--- src/verilog/stream_pkg.sv ---
// Widths and types of the ingest datapath: words, samples, bytes and frame counts
// Referenced by scoped name from the arbiter, FIFO, unpacker and top level
`default_nettype none

package stream_pkg;

    //======================================================================
    // Widths
    //======================================================================

    // Buffered word, same width as the PCIe user stream
    localparam int word_width = 64;
    // One image sample
    localparam int sample_width = 16;
    // Samples packed in each buffered word
    localparam int samples_per_word = word_width / sample_width;
    // Ethernet and UART user data
    localparam int byte_width = 8;
    // Completed frame counter
    localparam int frame_count_width = 16;

    //======================================================================
    // Types
    //======================================================================

    typedef logic [word_width-1:0] word_t;
    typedef logic [sample_width-1:0] sample_t;
    typedef logic [byte_width-1:0] byte_t;
    typedef logic [frame_count_width-1:0] frame_count_t;

endpackage

`default_nettype wire

--- src/verilog/control_pkg.sv ---
// Control encodings for the ingest path
// Holds the source selection used by the arbiter and the top-level port width
`default_nettype none

package control_pkg;

    //======================================================================
    // Source selection
    //======================================================================

    // Bits needed to encode a source choice
    localparam int source_sel_width = 2;

    // Fixed sources first, automatic priority last
    typedef enum logic [source_sel_width-1:0] {
        src_pcie = 2'd0,
        src_eth  = 2'd1,
        src_uart = 2'd2,
        // PCIe, then Ethernet, then UART
        src_auto = 2'd3
    } source_sel_e;

endpackage

`default_nettype wire

--- src/verilog/reset_synchronizer.sv ---
// Conditions the external reset for the clk domain
// Assertion is immediate, release is synchronous after five edges
`default_nettype none

module reset_synchronizer (
    input  wire  clk,
    input  wire  ext_reset_n,
    output logic rst_n
);

    // Four flop release chain
    logic [3:0] sync_q;

    // Async clear on ext_reset_n, shift ones in once it is high
    always_ff @(posedge clk or negedge ext_reset_n) begin
        if (!ext_reset_n) begin
            sync_q <= 4'b0000;
            rst_n  <= 1'b0;
        end else begin
            sync_q <= {sync_q[2:0], 1'b1};
            // Output register adds the fifth edge
            rst_n  <= sync_q[3];
        end
    end

endmodule

`default_nettype wire

--- src/verilog/source_arbiter.sv ---
// Picks one of the PCIe, Ethernet or UART sources and presents it as a word stream
// Fixed selection or automatic priority, purely combinational
`default_nettype none

module source_arbiter (
    input  wire control_pkg::source_sel_e source_sel,

    // PCIe word source
    input  wire stream_pkg::word_t        pcie_data,
    input  wire                           pcie_valid,
    output logic                          pcie_ready,

    // Ethernet byte source
    input  wire stream_pkg::byte_t        eth_data,
    input  wire                           eth_valid,
    output logic                          eth_ready,

    // UART byte source
    input  wire stream_pkg::byte_t        uart_data,
    input  wire                           uart_valid,
    output logic                          uart_ready,

    // Word stream to the FIFO
    output stream_pkg::word_t             word,
    output logic                          word_valid,
    input  wire                           word_ready
);

    localparam int pad_width = stream_pkg::word_width - stream_pkg::byte_width;

    // Byte sources zero extended, byte in the low bits
    stream_pkg::word_t eth_word;
    stream_pkg::word_t uart_word;

    assign eth_word  = {{pad_width{1'b0}}, eth_data};
    assign uart_word = {{pad_width{1'b0}}, uart_data};

    //======================================================================
    // Selection
    //======================================================================

    always_comb begin
        // Losers never see ready
        pcie_ready = 1'b0;
        eth_ready  = 1'b0;
        uart_ready = 1'b0;
        word       = pcie_data;
        word_valid = 1'b0;

        case (source_sel)
            control_pkg::src_pcie: begin
                word       = pcie_data;
                word_valid = pcie_valid;
                pcie_ready = word_ready;
            end
            control_pkg::src_eth: begin
                word       = eth_word;
                word_valid = eth_valid;
                eth_ready  = word_ready;
            end
            control_pkg::src_uart: begin
                word       = uart_word;
                word_valid = uart_valid;
                uart_ready = word_ready;
            end
            default: begin
                // Auto mode, winner picked fresh every cycle
                if (pcie_valid) begin
                    word       = pcie_data;
                    word_valid = 1'b1;
                    pcie_ready = word_ready;
                end else if (eth_valid) begin
                    word       = eth_word;
                    word_valid = 1'b1;
                    eth_ready  = word_ready;
                end else begin
                    // UART last, also the idle default
                    word       = uart_word;
                    word_valid = uart_valid;
                    uart_ready = word_ready;
                end
            end
        endcase
    end

endmodule

`default_nettype wire

--- src/verilog/word_fifo.sv ---
// Word buffer between the source arbiter and the sample unpacker
// Circular storage with valid/ready on both sides, FIFO_DEPTH a power of two
`default_nettype none

module word_fifo #(
    parameter int FIFO_DEPTH = 16
) (
    input  wire               clk,
    input  wire               rst_n,

    // Write side
    input  wire stream_pkg::word_t in_word,
    input  wire               in_valid,
    output logic              in_ready,

    // Read side
    output stream_pkg::word_t out_word,
    output logic              out_valid,
    input  wire               out_ready
);

    localparam int addr_width = $clog2(FIFO_DEPTH);

    //======================================================================
    // Storage and pointers
    //======================================================================

    // Extra top bit tells full from empty
    logic [addr_width:0] wr_ptr;
    logic [addr_width:0] rd_ptr;

    stream_pkg::word_t mem [FIFO_DEPTH];

    logic full;
    logic empty;
    logic do_write;
    logic do_read;

    // Same address, different lap means full
    assign empty = (wr_ptr == rd_ptr);
    assign full  = (wr_ptr[addr_width] != rd_ptr[addr_width]) &&
                   (wr_ptr[addr_width-1:0] == rd_ptr[addr_width-1:0]);

    // Handshakes
    assign in_ready  = !full;
    assign out_valid = !empty;
    assign do_write  = in_valid && in_ready;
    assign do_read   = out_valid && out_ready;

    // Head of queue read straight from the array
    assign out_word = mem[rd_ptr[addr_width-1:0]];

    //======================================================================
    // Update
    //======================================================================

    // Array write
    always_ff @(posedge clk) begin
        if (do_write) begin
            mem[wr_ptr[addr_width-1:0]] <= in_word;
        end
    end

    // Pointer advance, each side on its own handshake
    always_ff @(posedge clk or negedge rst_n) begin
        if (!rst_n) begin
            wr_ptr <= '0;
            rd_ptr <= '0;
        end else begin
            if (do_write) begin
                wr_ptr <= wr_ptr + 1'b1;
            end
            if (do_read) begin
                rd_ptr <= rd_ptr + 1'b1;
            end
        end
    end

endmodule

`default_nettype wire

--- src/verilog/sample_unpacker.sv ---
// Splits buffered words into image samples, low-order sample first
// Marks frame start and end, drops word leftovers at frame end, counts frames
`default_nettype none

module sample_unpacker #(
    parameter int FRAME_SAMPLES = 150528
) (
    input  wire                      clk,
    input  wire                      rst_n,

    // Words from the FIFO
    input  wire stream_pkg::word_t   in_word,
    input  wire                      in_valid,
    output logic                     in_ready,

    // Sample stream
    output stream_pkg::sample_t      image_data,
    output logic                     image_valid,
    input  wire                      image_ready,
    output logic                     frame_start,
    output logic                     frame_end,

    // Frame counter
    output stream_pkg::frame_count_t frame_count,
    input  wire                      clear_counters
);

    localparam int lane_width = $clog2(stream_pkg::samples_per_word);
    localparam int pos_width  = (FRAME_SAMPLES > 1) ? $clog2(FRAME_SAMPLES) : 1;
    localparam logic [lane_width-1:0] last_lane = lane_width'(stream_pkg::samples_per_word - 1);
    localparam logic [pos_width-1:0]  last_pos  = pos_width'(FRAME_SAMPLES - 1);

    //======================================================================
    // Held word and position
    //======================================================================

    // Word being unpacked
    stream_pkg::word_t word_q;
    // Current sample within the word
    logic [lane_width-1:0] lane_q;
    // Current sample within the frame
    logic [pos_width-1:0] frame_pos_q;

    logic sample_fire;
    logic last_in_word;
    logic take_word;

    // Current lane to the output
    assign image_data = word_q[lane_q*stream_pkg::sample_width +: stream_pkg::sample_width];

    // Markers follow the frame position
    assign frame_start = image_valid && (frame_pos_q == '0);
    assign frame_end   = image_valid && (frame_pos_q == last_pos);

    assign sample_fire = image_valid && image_ready;

    // Word is done at its top lane or at frame end
    assign last_in_word = (lane_q == last_lane) || (frame_pos_q == last_pos);

    // Refill when idle or as the last pending sample leaves
    assign in_ready  = !image_valid || (image_ready && last_in_word);
    assign take_word = in_valid && in_ready;

    //======================================================================
    // Control
    //======================================================================

    always_ff @(posedge clk or negedge rst_n) begin
        if (!rst_n) begin
            image_valid <= 1'b0;
            lane_q      <= '0;
        end else if (take_word) begin
            // Fresh word, start at lane 0
            image_valid <= 1'b1;
            lane_q      <= '0;
        end else if (sample_fire) begin
            if (last_in_word) begin
                // Leftover lanes after frame end are dropped here
                image_valid <= 1'b0;
            end else begin
                lane_q <= lane_q + 1'b1;
            end
        end
    end

    // Payload capture
    always_ff @(posedge clk) begin
        if (take_word) begin
            word_q <= in_word;
        end
    end

    // Frame position, wraps on the frame_end transfer
    always_ff @(posedge clk or negedge rst_n) begin
        if (!rst_n) begin
            frame_pos_q <= '0;
        end else if (sample_fire) begin
            if (frame_pos_q == last_pos) begin
                frame_pos_q <= '0;
            end else begin
                frame_pos_q <= frame_pos_q + 1'b1;
            end
        end
    end

    //======================================================================
    // Frame counter
    //======================================================================

    // Clear wins over a coincident frame end
    always_ff @(posedge clk or negedge rst_n) begin
        if (!rst_n) begin
            frame_count <= '0;
        end else if (clear_counters) begin
            frame_count <= '0;
        end else if (sample_fire && frame_end) begin
            frame_count <= frame_count + 1'b1;
        end
    end

endmodule

`default_nettype wire

--- src/verilog/frame_ingest_top.sv ---
// Top level of the image ingest path: reset, source arbiter, word FIFO, unpacker
// Sets FIFO_DEPTH and FRAME_SAMPLES and passes them down
`default_nettype none

module frame_ingest_top #(
    parameter int FIFO_DEPTH    = 16,
    // 224 x 224 x 3 samples
    parameter int FRAME_SAMPLES = 150528
) (
    input  wire                                    clk,
    input  wire                                    ext_reset_n,

    // PCIe user stream
    input  wire stream_pkg::word_t                 pcie_data,
    input  wire                                    pcie_valid,
    output wire                                    pcie_ready,

    // Ethernet user stream
    input  wire stream_pkg::byte_t                 eth_data,
    input  wire                                    eth_valid,
    output wire                                    eth_ready,

    // UART user stream
    input  wire stream_pkg::byte_t                 uart_data,
    input  wire                                    uart_valid,
    output wire                                    uart_ready,

    // Source choice, decoded as source_sel_e
    input  wire [control_pkg::source_sel_width-1:0] source_sel,

    // Image sample stream
    output wire stream_pkg::sample_t               image_data,
    output wire                                    image_valid,
    input  wire                                    image_ready,
    output wire                                    frame_start,
    output wire                                    frame_end,

    // Frame statistics
    output wire stream_pkg::frame_count_t          frame_count,
    input  wire                                    clear_counters
);

    //======================================================================
    // Internal links
    //======================================================================

    // Conditioned reset
    wire rst_n;

    // Arbiter to FIFO
    wire stream_pkg::word_t arb_word;
    wire                    arb_valid;
    wire                    arb_ready;

    // FIFO to unpacker
    wire stream_pkg::word_t buf_word;
    wire                    buf_valid;
    wire                    buf_ready;

    //======================================================================
    // Instances
    //======================================================================

    reset_synchronizer u_reset_synchronizer (
        .clk         (clk),
        .ext_reset_n (ext_reset_n),
        .rst_n       (rst_n)
    );

    source_arbiter u_source_arbiter (
        .source_sel (control_pkg::source_sel_e'(source_sel)),
        .pcie_data  (pcie_data),
        .pcie_valid (pcie_valid),
        .pcie_ready (pcie_ready),
        .eth_data   (eth_data),
        .eth_valid  (eth_valid),
        .eth_ready  (eth_ready),
        .uart_data  (uart_data),
        .uart_valid (uart_valid),
        .uart_ready (uart_ready),
        .word       (arb_word),
        .word_valid (arb_valid),
        .word_ready (arb_ready)
    );

    word_fifo #(
        .FIFO_DEPTH (FIFO_DEPTH)
    ) u_word_fifo (
        .clk       (clk),
        .rst_n     (rst_n),
        .in_word   (arb_word),
        .in_valid  (arb_valid),
        .in_ready  (arb_ready),
        .out_word  (buf_word),
        .out_valid (buf_valid),
        .out_ready (buf_ready)
    );

    sample_unpacker #(
        .FRAME_SAMPLES (FRAME_SAMPLES)
    ) u_sample_unpacker (
        .clk            (clk),
        .rst_n          (rst_n),
        .in_word        (buf_word),
        .in_valid       (buf_valid),
        .in_ready       (buf_ready),
        .image_data     (image_data),
        .image_valid    (image_valid),
        .image_ready    (image_ready),
        .frame_start    (frame_start),
        .frame_end      (frame_end),
        .frame_count    (frame_count),
        .clear_counters (clear_counters)
    );

endmodule

`default_nettype wire

--- config.mk ---
export PLATFORM = sky130hd
export DESIGN_NAME = frame_ingest_top
export DESIGN_NICKNAME = d
export VERILOG_FILES = /design/src/verilog/stream_pkg.sv /design/src/verilog/control_pkg.sv /design/src/verilog/reset_synchronizer.sv /design/src/verilog/source_arbiter.sv /design/src/verilog/word_fifo.sv /design/src/verilog/sample_unpacker.sv /design/src/verilog/frame_ingest_top.sv
export SDC_FILE = /design/constraint.sdc
export NUM_CORES = 1
export LEC_CHECK = 0
export BUFFER_PORTS_ARGS = -buffer_cell sky130_fd_sc_hd__buf_2
export CORE_MARGIN = 2
export CORE_UTILIZATION = 44
export DETAILED_ROUTE_END_ITERATION = 6
export PLACE_DENSITY = 0.63
export SLEW_MARGIN = 20
export SYNTH_ARGS = -nofsm -noshare
export SYNTH_HDL_FRONTEND = slang
export SYNTH_HIERARCHICAL = 1
export SYNTH_SLANG_ARGS = --single-unit
--- constraint.sdc ---
create_clock -name clk -period 2.63 [get_ports clk]
set_clock_uncertainty 0.15 [all_clocks]
set_input_delay 0.3945 -clock clk [delete_from_list [all_inputs] [get_ports clk]]
set_output_delay 0.3945 -clock clk [all_outputs]
set_load 0.01 [all_outputs]
# [Word-level counts from Yosys, hierarchy flattened]
# Memory sizes are Yosys's and may differ from the RTL's. A register that Yosys moved wholly into a read port is not among the register bits.
# Cells that the tools add are included.
# W data, S select, Z words.
[op_classes] div_mod_pow=0 reduce_logical=23 n_shift=1 bitwise=0 order_cmp=0 multipliers=0 n_mux=25 n_addsub=5 n_eq_ne=8
[op_table] op="$pmux W64 S3" count=1
[op_table] op="$mux W64" count=1
[op_table] op="$shiftx A64 B7 Y16" count=1
[op_table] op="$mux W16" count=2
[op_table] op="$add A18 B1 Y18 const B" count=1
[op_table] op="$eq A18 B18 Y1 const B" count=1
[op_table] op="$logic_not A18 Y1" count=1
[op_table] op="$mux W18" count=1
[op_table] op="$add A16 B1 Y16 const B" count=1
[op_table] op="$mux W1" count=12
[op_table] op="$add A5 B1 Y5 const B" count=2
[op_table] op="$logic_and A1 B1 Y1" count=8
[op_table] op="$mux W8" count=1
[op_table] op="$mux W2" count=3
[op_table] op="$pmux W1 S2" count=3
[op_table] op="$reduce_bool A2 Y1" count=3
[op_table] op="$reduce_or A2 Y1" count=3
[op_table] op="$eq A5 B5 Y1" count=1
[op_table] op="$eq A2 B2 Y1 const B" count=2
[op_table] op="$eq A4 B4 Y1" count=1
[op_table] op="$reduce_and A2 Y1" count=2
[op_table] op="$logic_not A1 Y1" count=3
[op_table] op="$pmux W1 S3" count=1
[op_table] op="$add A2 B1 Y2 const B" count=1
[op_table] op="5 further kinds" count=6
[word_totals] romBits=0 register_bits=52 output_inout_bits=38 latchBits=0 memories=1 mem_bits_rw=1024
[mem_list] name="u_word_fifo.mem" depth=16 word_bits=64 read_ports=1 rd_clocked_by_memory_dff=1 wr=1 line="word_fifo.sv:32" text="stream_pkg::word_t mem [FIFO_DEPTH];"

# [Longest topological paths before layout]
# Gate-level depths: netlist of run 1.
[depth] ltp_word=7 depth_mapped=8 mapped_depth_nobuf=8

# [Modules after synthesis]
# Netlist of run 1, hierarchy kept.
[modules_own_cells] mod="word_fifo" seq_area_each_um2=30999.7 area_each_um2=39760.6 cells_per_inst=1780 n_inst=1
[modules_own_cells] mod="sample_unpacker" seq_area_each_um2=2847.7 area_each_um2=4403.0 cells_per_inst=317 n_inst=1
[modules_own_cells] mod="source_arbiter" seq_area_each_um2=0.0 area_each_um2=777.0 cells_per_inst=113 n_inst=1
[modules_own_cells] mod="reset_synchronizer" seq_area_each_um2=125.1 area_each_um2=128.9 cells_per_inst=6 n_inst=1

# [Worst setup path after synthesis of run 1]
# OpenSTA, ideal clock, no wires.
[synth_timing] path_kind="input-to-reg" from="input source_sel[0] in the netlist's numbering" to="memory u_word_fifo/mem[3][0] in the netlist's numbering, enable pin" setup_slack_ns=-4.128 setup_time_ns=0.565 arrival_ns=6.042 path_stages=7 t_required_ns=1.915 path_buffers=2 path_cell_list="buf_4 > buf_1 > a21oi_1 > o21ai_0 > nand2_1 > a21o_1 > nor3_1"
[synth_between] elab_chain_cells=5 word_cells_on_any_way=7 cone_classes="eq/ne (2); mux (3); reduce/logical (2)"
[synth_lines] item="from (decl)" line="frame_ingest_top.sv:29" text="input wire [control_pkg::source_sel_width-1:0] source_sel,"
[synth_lines] item="$eq A2 B2 Y1 (tied with other cells)" line="source_arbiter.sv:50" text="case (source_sel)"
[synth_lines] item="$pmux W1 S3 *" line="source_arbiter.sv:50"
[synth_lines] item="net arb_valid" line="frame_ingest_top.sv:52" text="wire arb_valid;"
[synth_lines] item="$logic_and A1 B1 Y1 *" line="word_fifo.sv:47" text="assign do_write = in_valid && in_ready;"
[synth_lines] item="$mux W1 *" line="word_fifo.sv:59" text="if (do_write) begin"
[synth_lines] item="$mux W1 (implied by the code) *" line="word_fifo.sv:60" text="mem[wr_ptr[addr_width-1:0]] <= in_word;"
[synth_lines] item="to (decl)" line="word_fifo.sv:32"
# The timed path passes the listed nets; every way through them passes the cells marked *.

# [Worst setup path after layout of run 1]
[layout_timing] from="register u_sample_unpacker.frame_pos_q[16]" to="output frame_end"
[layout_between] elab_chain_cells=2
[layout_lines] item="from (decl)" line="sample_unpacker.sv:42" text="logic [pos_width-1:0] frame_pos_q;"
[layout_lines] item="from (signal assigned)" line="sample_unpacker.sv:101" text="frame_pos_q <= frame_pos_q + 1'b1;"
[layout_lines] item="$eq A18 B18 Y1" line="sample_unpacker.sv:53" text="assign frame_end = image_valid && (frame_pos_q == last_pos);"
[layout_lines] item="$logic_and A1 B1 Y1" line="sample_unpacker.sv:53"
[layout_lines] item="to (decl)" line="frame_ingest_top.sv:36" text="output wire frame_end,"
# Every way passes these cells.

==> results of run 1 <==
## power by group through the flow
stage | clock network [mW] | logic, mW | registers (mW)
6_report | 15.9 | 17.3 | 23.0
5_1_grt | 16.8 | 18.3 | 23.2
4_1_cts | 16.1 | 17.3 | 23.0
3_5_place_dp | 0 | 16.8 | 23.5
3_3_place_gp | 0 | 16.6 | 23.4
2_1_floorplan | 0 | 10.5 | 23.2
## cells by family (layout without fill, tap and decap cells)
logic type      Yosys count  count (layout)  share of synthesized area, %
xor+xnor                 24              24                         0.466
compound gates          246             246                          3.85
other cells               1               2                       0.00832
fa+ha+maj                 9               9                         0.250
flops                  1140            1140                          75.4
mux                     428             428                          15.5
simple gates            223             223                          2.72
buf+inv                 145             570                          1.84
## layer usage
metal | GRT usage (%) | up-vias
met3 | 3.56 | 166
met1 | 29.1 | 12400
met2 | 34.0 | 868
met4 | 6.13 | 4
li1 | - | 9873
met5 | 0 | -
## sequential cells by signal (all words and copies together), names as in the netlist
name,cells
u_sample_unpacker/frame_count,16
u_reset_synchronizer/rst_n,1
u_sample_unpacker/lane_q,2
u_sample_unpacker/word_q,64
u_word_fifo/rd_ptr,5
u_word_fifo/wr_ptr,5
u_sample_unpacker/image_valid,1
u_reset_synchronizer/sync_q,4
u_word_fifo/mem,1024
u_sample_unpacker/frame_pos_q,18
## timing repair
item | in CTS | in global routing
cloned | 3 | 2
buffers inserted | 15 | 17
pin swaps | 11 | 18
endpoints found under the setup margin | 73 | 100
hold endpoints to repair | 6 | 0
hold buffers | 3 | 0
gates resized for setup | 25 | 74
## final timing paths
check / start / endpoint / slack (ns) / cells past startpoint
max reg2reg: u_sample_unpacker/frame_pos_q[16] / u_sample_unpacker/word_q[15] / -0.30 / 7
max in group asynchronous: u_reset_synchronizer/rst_n / u_sample_unpacker/frame_count[3] / 1.43 / 1
min reg2reg: u_reset_synchronizer/rst_n / u_sample_unpacker/frame_pos_q[1] / 0.19 / 0
max: u_sample_unpacker/frame_pos_q[16] / frame_end / -0.41 / 7
min: pcie_data[34] / u_word_fifo/mem[14][34] / 0.04 / 3
min in group asynchronous: u_reset_synchronizer/rst_n / u_sample_unpacker/frame_pos_q[1] / 0.19 / 0
## cell usage in the layout (no fill, tap or decap), types with 19 or more instances in the layout
master | netlist | final
buf_4 | 14 | 115
o21ai_1 | 66 | 64
clkinv_2 | 0 | 28
mux4_2 | 199 | 199
buf_2 | 35 | 116
buf_12 | 2 | 82
a22oi_1 | 65 | 65
and2_1 | 60 | 58
clkbuf_16 | 0 | 118
buf_6 | 15 | 22
nand2_1 | 26 | 25
nor2_1 | 46 | 32
dfrtp_1 | 52 | 44
mux2i_1 | 199 | 199
edfxtp_1 | 1088 | 1088
clkbuf_1 | 54 | 19
a32oi_1 | 64 | 64
clkinv_1 | 1 | 25
## area by class of cell
type	instances	area [um2]
well taps	1368	1710
fillers	7888	48100
clock buffers	137	3000
inverters	15	56.3
flip-flops and latches	1140	34000
clock inverters	76	673
diodes	1	2.50
repair buffers	342	3460
multi-input cells	931	10800
## critical path, stage by stage, from the launching register on
cell,delay (ns)
dfrtp_1,0.38
or4_4,0.55
buf_6,0.14
nor4_4,0.14
nand4_1,0.18
buf_4,0.19
nor2_4,0.13
buf_6,0.12
==> impl_metrics.toml, run 1 <==
[synthesis]
yosysWarnings = 6
yosys-top-cells-count = "edfxtp_1, mux2i_1, mux4_2"
syn_inst = 2216
synth-seq-cells = 1140
synth_area_um2 = 45100
synth_nets = 2314
yosysMostFrequentCell = "edfxtp_1"
synthFlopType = "edfxtp_1"
synth-seq-area-share_pct = 75.4
async_flop_share_pct = 4.56
yosysTopAreaCell = "edfxtp_1"
synth_top_area_share_pct = 72.5
ys_types = 60
synthTopCellsByArea = "edfxtp_1, mux4_2, mux2i_1"
syn_avg_cell_area_um2 = 20.3
synth-edff-count = 1088

[status]
violations = "negative setup slack"
status = "finished with violations"

[detailed_routing]
drt-total-wl_um = 109000
drc = 0
drtPass1Iterations = 5
wl_per_cell_um = 27.3
met3_wirelength_um = 7330
highest_layer = "met5"
drt-met1-wl_um = 45900
route.met2.wl_um = 53200
drtAntennaViolNets = 0
viasPerCell = 5.80
dr_total_vias = 23300
drt_iter0_markers = 2523

[cells_and_area]
instances_no_fill = 4010
syn2layout_area_growth_pct = 19.1
drive_above_1_share_pct = 30.1
fin_area_um2 = 53700
post-route-util_pct = 52.7
nets = 2642

[timing]
rsz0062_at_grt = "true"
holdWs_ns = 0.0418
worst_slack_ns = -0.407
min_period_ns = 3.04
max_slew_margin_pct = 48.1
tns_ns = -14.76
setup_viol = 76
final_max_slew_viol_count = 0
fmax_ghz = 0.329
worst_pin_slew_ns = 0.779
finalHoldViolations = 0
fin_crit_sh_pct = 115

[clocking]
cts_tree = "built"
cts_buffers = 114
cts_buffer_depth = 3
clock_sinks = 1140
path_clk_slew_ns = 0.07
htreeDepth = 3
insertion_delay_ns = 0.68
root_buffer = "clkbuf_16"

[floorplanning]
rows = 117
die_h_um = 324
die_area_um2 = 105000
die_w_um = 324
core_region_area_um2 = 102000
initial_utilization_pct = 44.3
io_pins = 127

[setup_path]
cp-end-kind = "output port"
crit_required_ns = 2.09
arrival_ns = 2.49
worstPathMaxFanout = 2
critPathKind = "register to output port"
cp-start-kind = "register"

[place]
placed_area_um2 = 49200
dp_cells = 3762
place_congestion = 0.783
place_ws_ns = -0.248
hpwl_um = 64100
io_buffers = 126

[global_routing]
grt_max_degree = 73
grt_usage_pct = 20.9
grt_pass1_vias = 23600
grt_overflow_total = 0
antenna_found_initial = 6
grt_pass1_wl_um = 158000

[pwr]
p_clk_share_pct = 28.2
pwr-share-comb_pct = 30.8
p_leak_nw = 18.0
ir_drop_mv = 0.644
p_sw_share_pct = 30.6
report.power.total_mw = 56.2
p_switching_mw = 17.2
p_int_mw = 39.0
power_frac_seq_pct = 41.0
powerDensity_nw_per_um2 = 1050

[job]
drv_cap = 0

[min_path]
hp-class = "input port to register"
No activity file was read; power rests on OpenSTA's default activity.
==> run 2, diff against run 1 <==
Settings changed: ABC_AREA set to 1, CORE_MARGIN 2 to 4, CTS_CLUSTER_SIZE set to 30.
==> run 2 against run 1 <==
Compared with the run above: the run now ends clean; largest cell class unchanged; sequential power is essentially flat; global-route usage up 0.85 points; via count grew 40%; synthesized cell count up 95%; highest routed layer unchanged.
==> impl_metrics.toml, run 2 <==
[global_routing]
grt_pass1_vias = 30600
grt_usage_pct = 21.8
antenna_found_initial = 1
grt_pass1_wl_um = 188000
grt_max_degree = 126
grt_overflow_total = 0

[synthesis]
synth_area_um2 = 47800
async_flop_share_pct = 4.56
syn_avg_cell_area_um2 = 11.1
yosysMostFrequentCell = "edfxtp_1"
ys_types = 39
synth_top_area_share_pct = 68.3
synth-seq-cells = 1140
synth-edff-count = 1088
yosysTopAreaCell = "edfxtp_1"
syn_inst = 4322
synth-seq-area-share_pct = 71.1
yosysWarnings = 6
synth_nets = 4420
yosys-top-cells-count = "edfxtp_1, nand2_1, nor2_1"
synthFlopType = "edfxtp_1"
synthTopCellsByArea = "edfxtp_1, nand2_1, nor2_1"

[pwr]
p_leak_nw = 20.8
ir_drop_mv = 0.799
power_frac_seq_pct = 40.2
powerDensity_nw_per_um2 = 1040
p_int_mw = 37.4
p_switching_mw = 20.5
p_sw_share_pct = 35.4
p_clk_share_pct = 27.8
pwr-share-comb_pct = 32.0

[job]
drv_cap = 0

[place]
hpwl_um = 70300
io_buffers = 126
place_congestion = 0.877
dp_cells = 5752

[setup_path]
critical-path-max-stage-delay_ns = 0.45
crit_chain = "clkinvlp_4 > buf_4 > o21ai_2 > o22ai_2 > buf_4 > buf_2"
arrival_ns = 2.08
cp_num_buf_inv = 4
r2r-start = "u_word_fifo/rd_ptr[0]"
r2r_slack_ns = 0.22
cp_top_family = "buffers and inverters"
cp_num_cells = 6
worstPathMaxFanout = 6
endpoint = "image_data[5]"
r2r-end = "u_sample_unpacker/word_q[40]"
crit_top_cell = "buf_4"
critPathKind = "register to output port"
cp-end-kind = "output port"
crit_required_ns = 2.09
cp_slowest_cell = "dfrtp_2"
cp-start-kind = "register"
reg2reg_depth = 13
worstSetupStartpoint = "u_sample_unpacker/lane_q[1]"

[cells_and_area]
multi_input_area_um2 = 12500
final_common_cell = "edfxtp_1"
syn2layout_area_growth_pct = 16.7
nets = 4619
nFillCells = 9205
largest_reg_flops = 1024
drive_above_1_share_pct = 13.8
instances_no_fill = 6023
layout_common_cells = "edfxtp_1, nand2_1, nor2_1"
ff_latch_area_um2 = 34000
num_antenna_cells = 0
post-route-util_pct = 51.9

[timing]
fin_crit_sh_pct = 99.8
final_max_slew_viol_count = 0
worst_pin_slew_ns = 1.08
rsz0062_at_grt = "true"
holdWs_ns = 0.0511
max_slew_margin_pct = 27.8
finalHoldViolations = 0
tns_ns = 0
min_period_ns = 2.63
fmax_ghz = 0.381
setup_viol = 0

[min_path]
hp-class = "input port to register"
hold_path_depth = 3

[status]
status = "finished, final reports clean"

[clocking]
cts_tree = "built"
cts_buffers = 114
insertion_delay_ns = 0.71
htreeDepth = 3
cts_buffer_depth = 3
path_clk_slew_ns = 0.06
clock_sinks = 1140
root_buffer = "clkbuf_16"

[floorplanning]
initial_utilization_pct = 44.5
rows = 120
core_region_area_um2 = 108000
io_pins = 127
die_area_um2 = 114000
die_w_um = 338
die_h_um = 338

[detailed_routing]
drt-total-wl_um = 127000
dr_total_vias = 32500
drt_iter0_markers = 3695
viasPerCell = 5.39
wl_per_cell_um = 21.0
drtPass1Iterations = 5
drtAntennaViolNets = 0
drc = 0
==> run 2: routing by layer <==
metal / track usage, % / part of all wire, % / vias to the layer above
li1: - / - / 15100
met5: 0 / 0.010 / -
met2: 35.2 / 47 / 1352
met3: 3.24 / 7.8 / 228
met4: 6.92 / 3.0 / 2
met1: 30.6 / 42 / 15800
==> run 2: repair_timing <==
item	4_1_cts	5_1_grt
setup buffers	6	17
endpoints found under the hold margin	383	0
pin swaps	3	25
cloned	1	5
hold buffers	28	0
setup endpoints to repair	21	21
resized for setup	28	126
==> run 2: worst min-delay path by stage <==
| stage | start | endpoint | slack (ns) |
|---|---|---|---|
| floorplan | ext_reset_n | u_reset_synchronizer/rst_n | -0.05 |
| global placement | ext_reset_n | u_reset_synchronizer/sync_q[3] | 0.06 |
| detailed placement | ext_reset_n | u_reset_synchronizer/sync_q[3] | 0.06 |
| CTS | clear_counters | u_sample_unpacker/frame_count[1] | 0.02 |
| global route | pcie_data[60] | u_word_fifo/mem[3][60] | 0.04 |
| finish | pcie_data[60] | u_word_fifo/mem[12][60] | 0.05 |
==> run 2: final cells by class <==
class / instances / share of cell area [%]
clock inverter: 71 / 1.25
multi-input combinational: 2753 / 22.4
clock buffer: 144 / 5.46
timing repair buffer: 310 / 5.35
sequential: 1140 / 60.9
timing repair inverter: 1 / 0.0135
inverter: 201 / 1.43
tap: 1403 / 3.15
==> run 2: power by group through the flow <==
stage / clock [mW] / sequential (mW) / combinational, mW
2_1_floorplan: 0 / 23.1 / 11.2
3_3_place_gp: 0 / 23.5 / 16.7
3_5_place_dp: 0 / 23.6 / 16.8
4_1_cts: 16.3 / 23.2 / 17.2
5_1_grt: 17.1 / 23.4 / 20.4
6_report: 16.1 / 23.3 / 18.5
==> run 2: logic make-up after synthesis <==
kind of cell               count (synthesis)  synth area share (%)
buffers and inverters                    429                  4.05
other                                      1               0.00784
AOI/OAI and AO/OA                        529                  5.61
DFF                                     1140                  71.1
adders and majority gates                  9                 0.236
and+or+nand+nor                         2201                  18.8
xor gates and xnor gates                  13                 0.238
==> run 2: per-stage QoR <==
step	power (mW)	instance area (um2)	setup WS, ns
final	57.9	55800	0.00494
after global routing	60.9	55800	-0.0724
after CTS	56.7	55100	-0.0465
after detailed placement	40.4	50900	0.0589
after global placement	40.2	50900	0.00956
after floorplan	34.4	48000	-0.127
==> run 2: tightest hold or removal path: cells and delay by family <==
family	cells	cell delay (ns)
simple gates	1	0.10
buf+inv	2	0.20
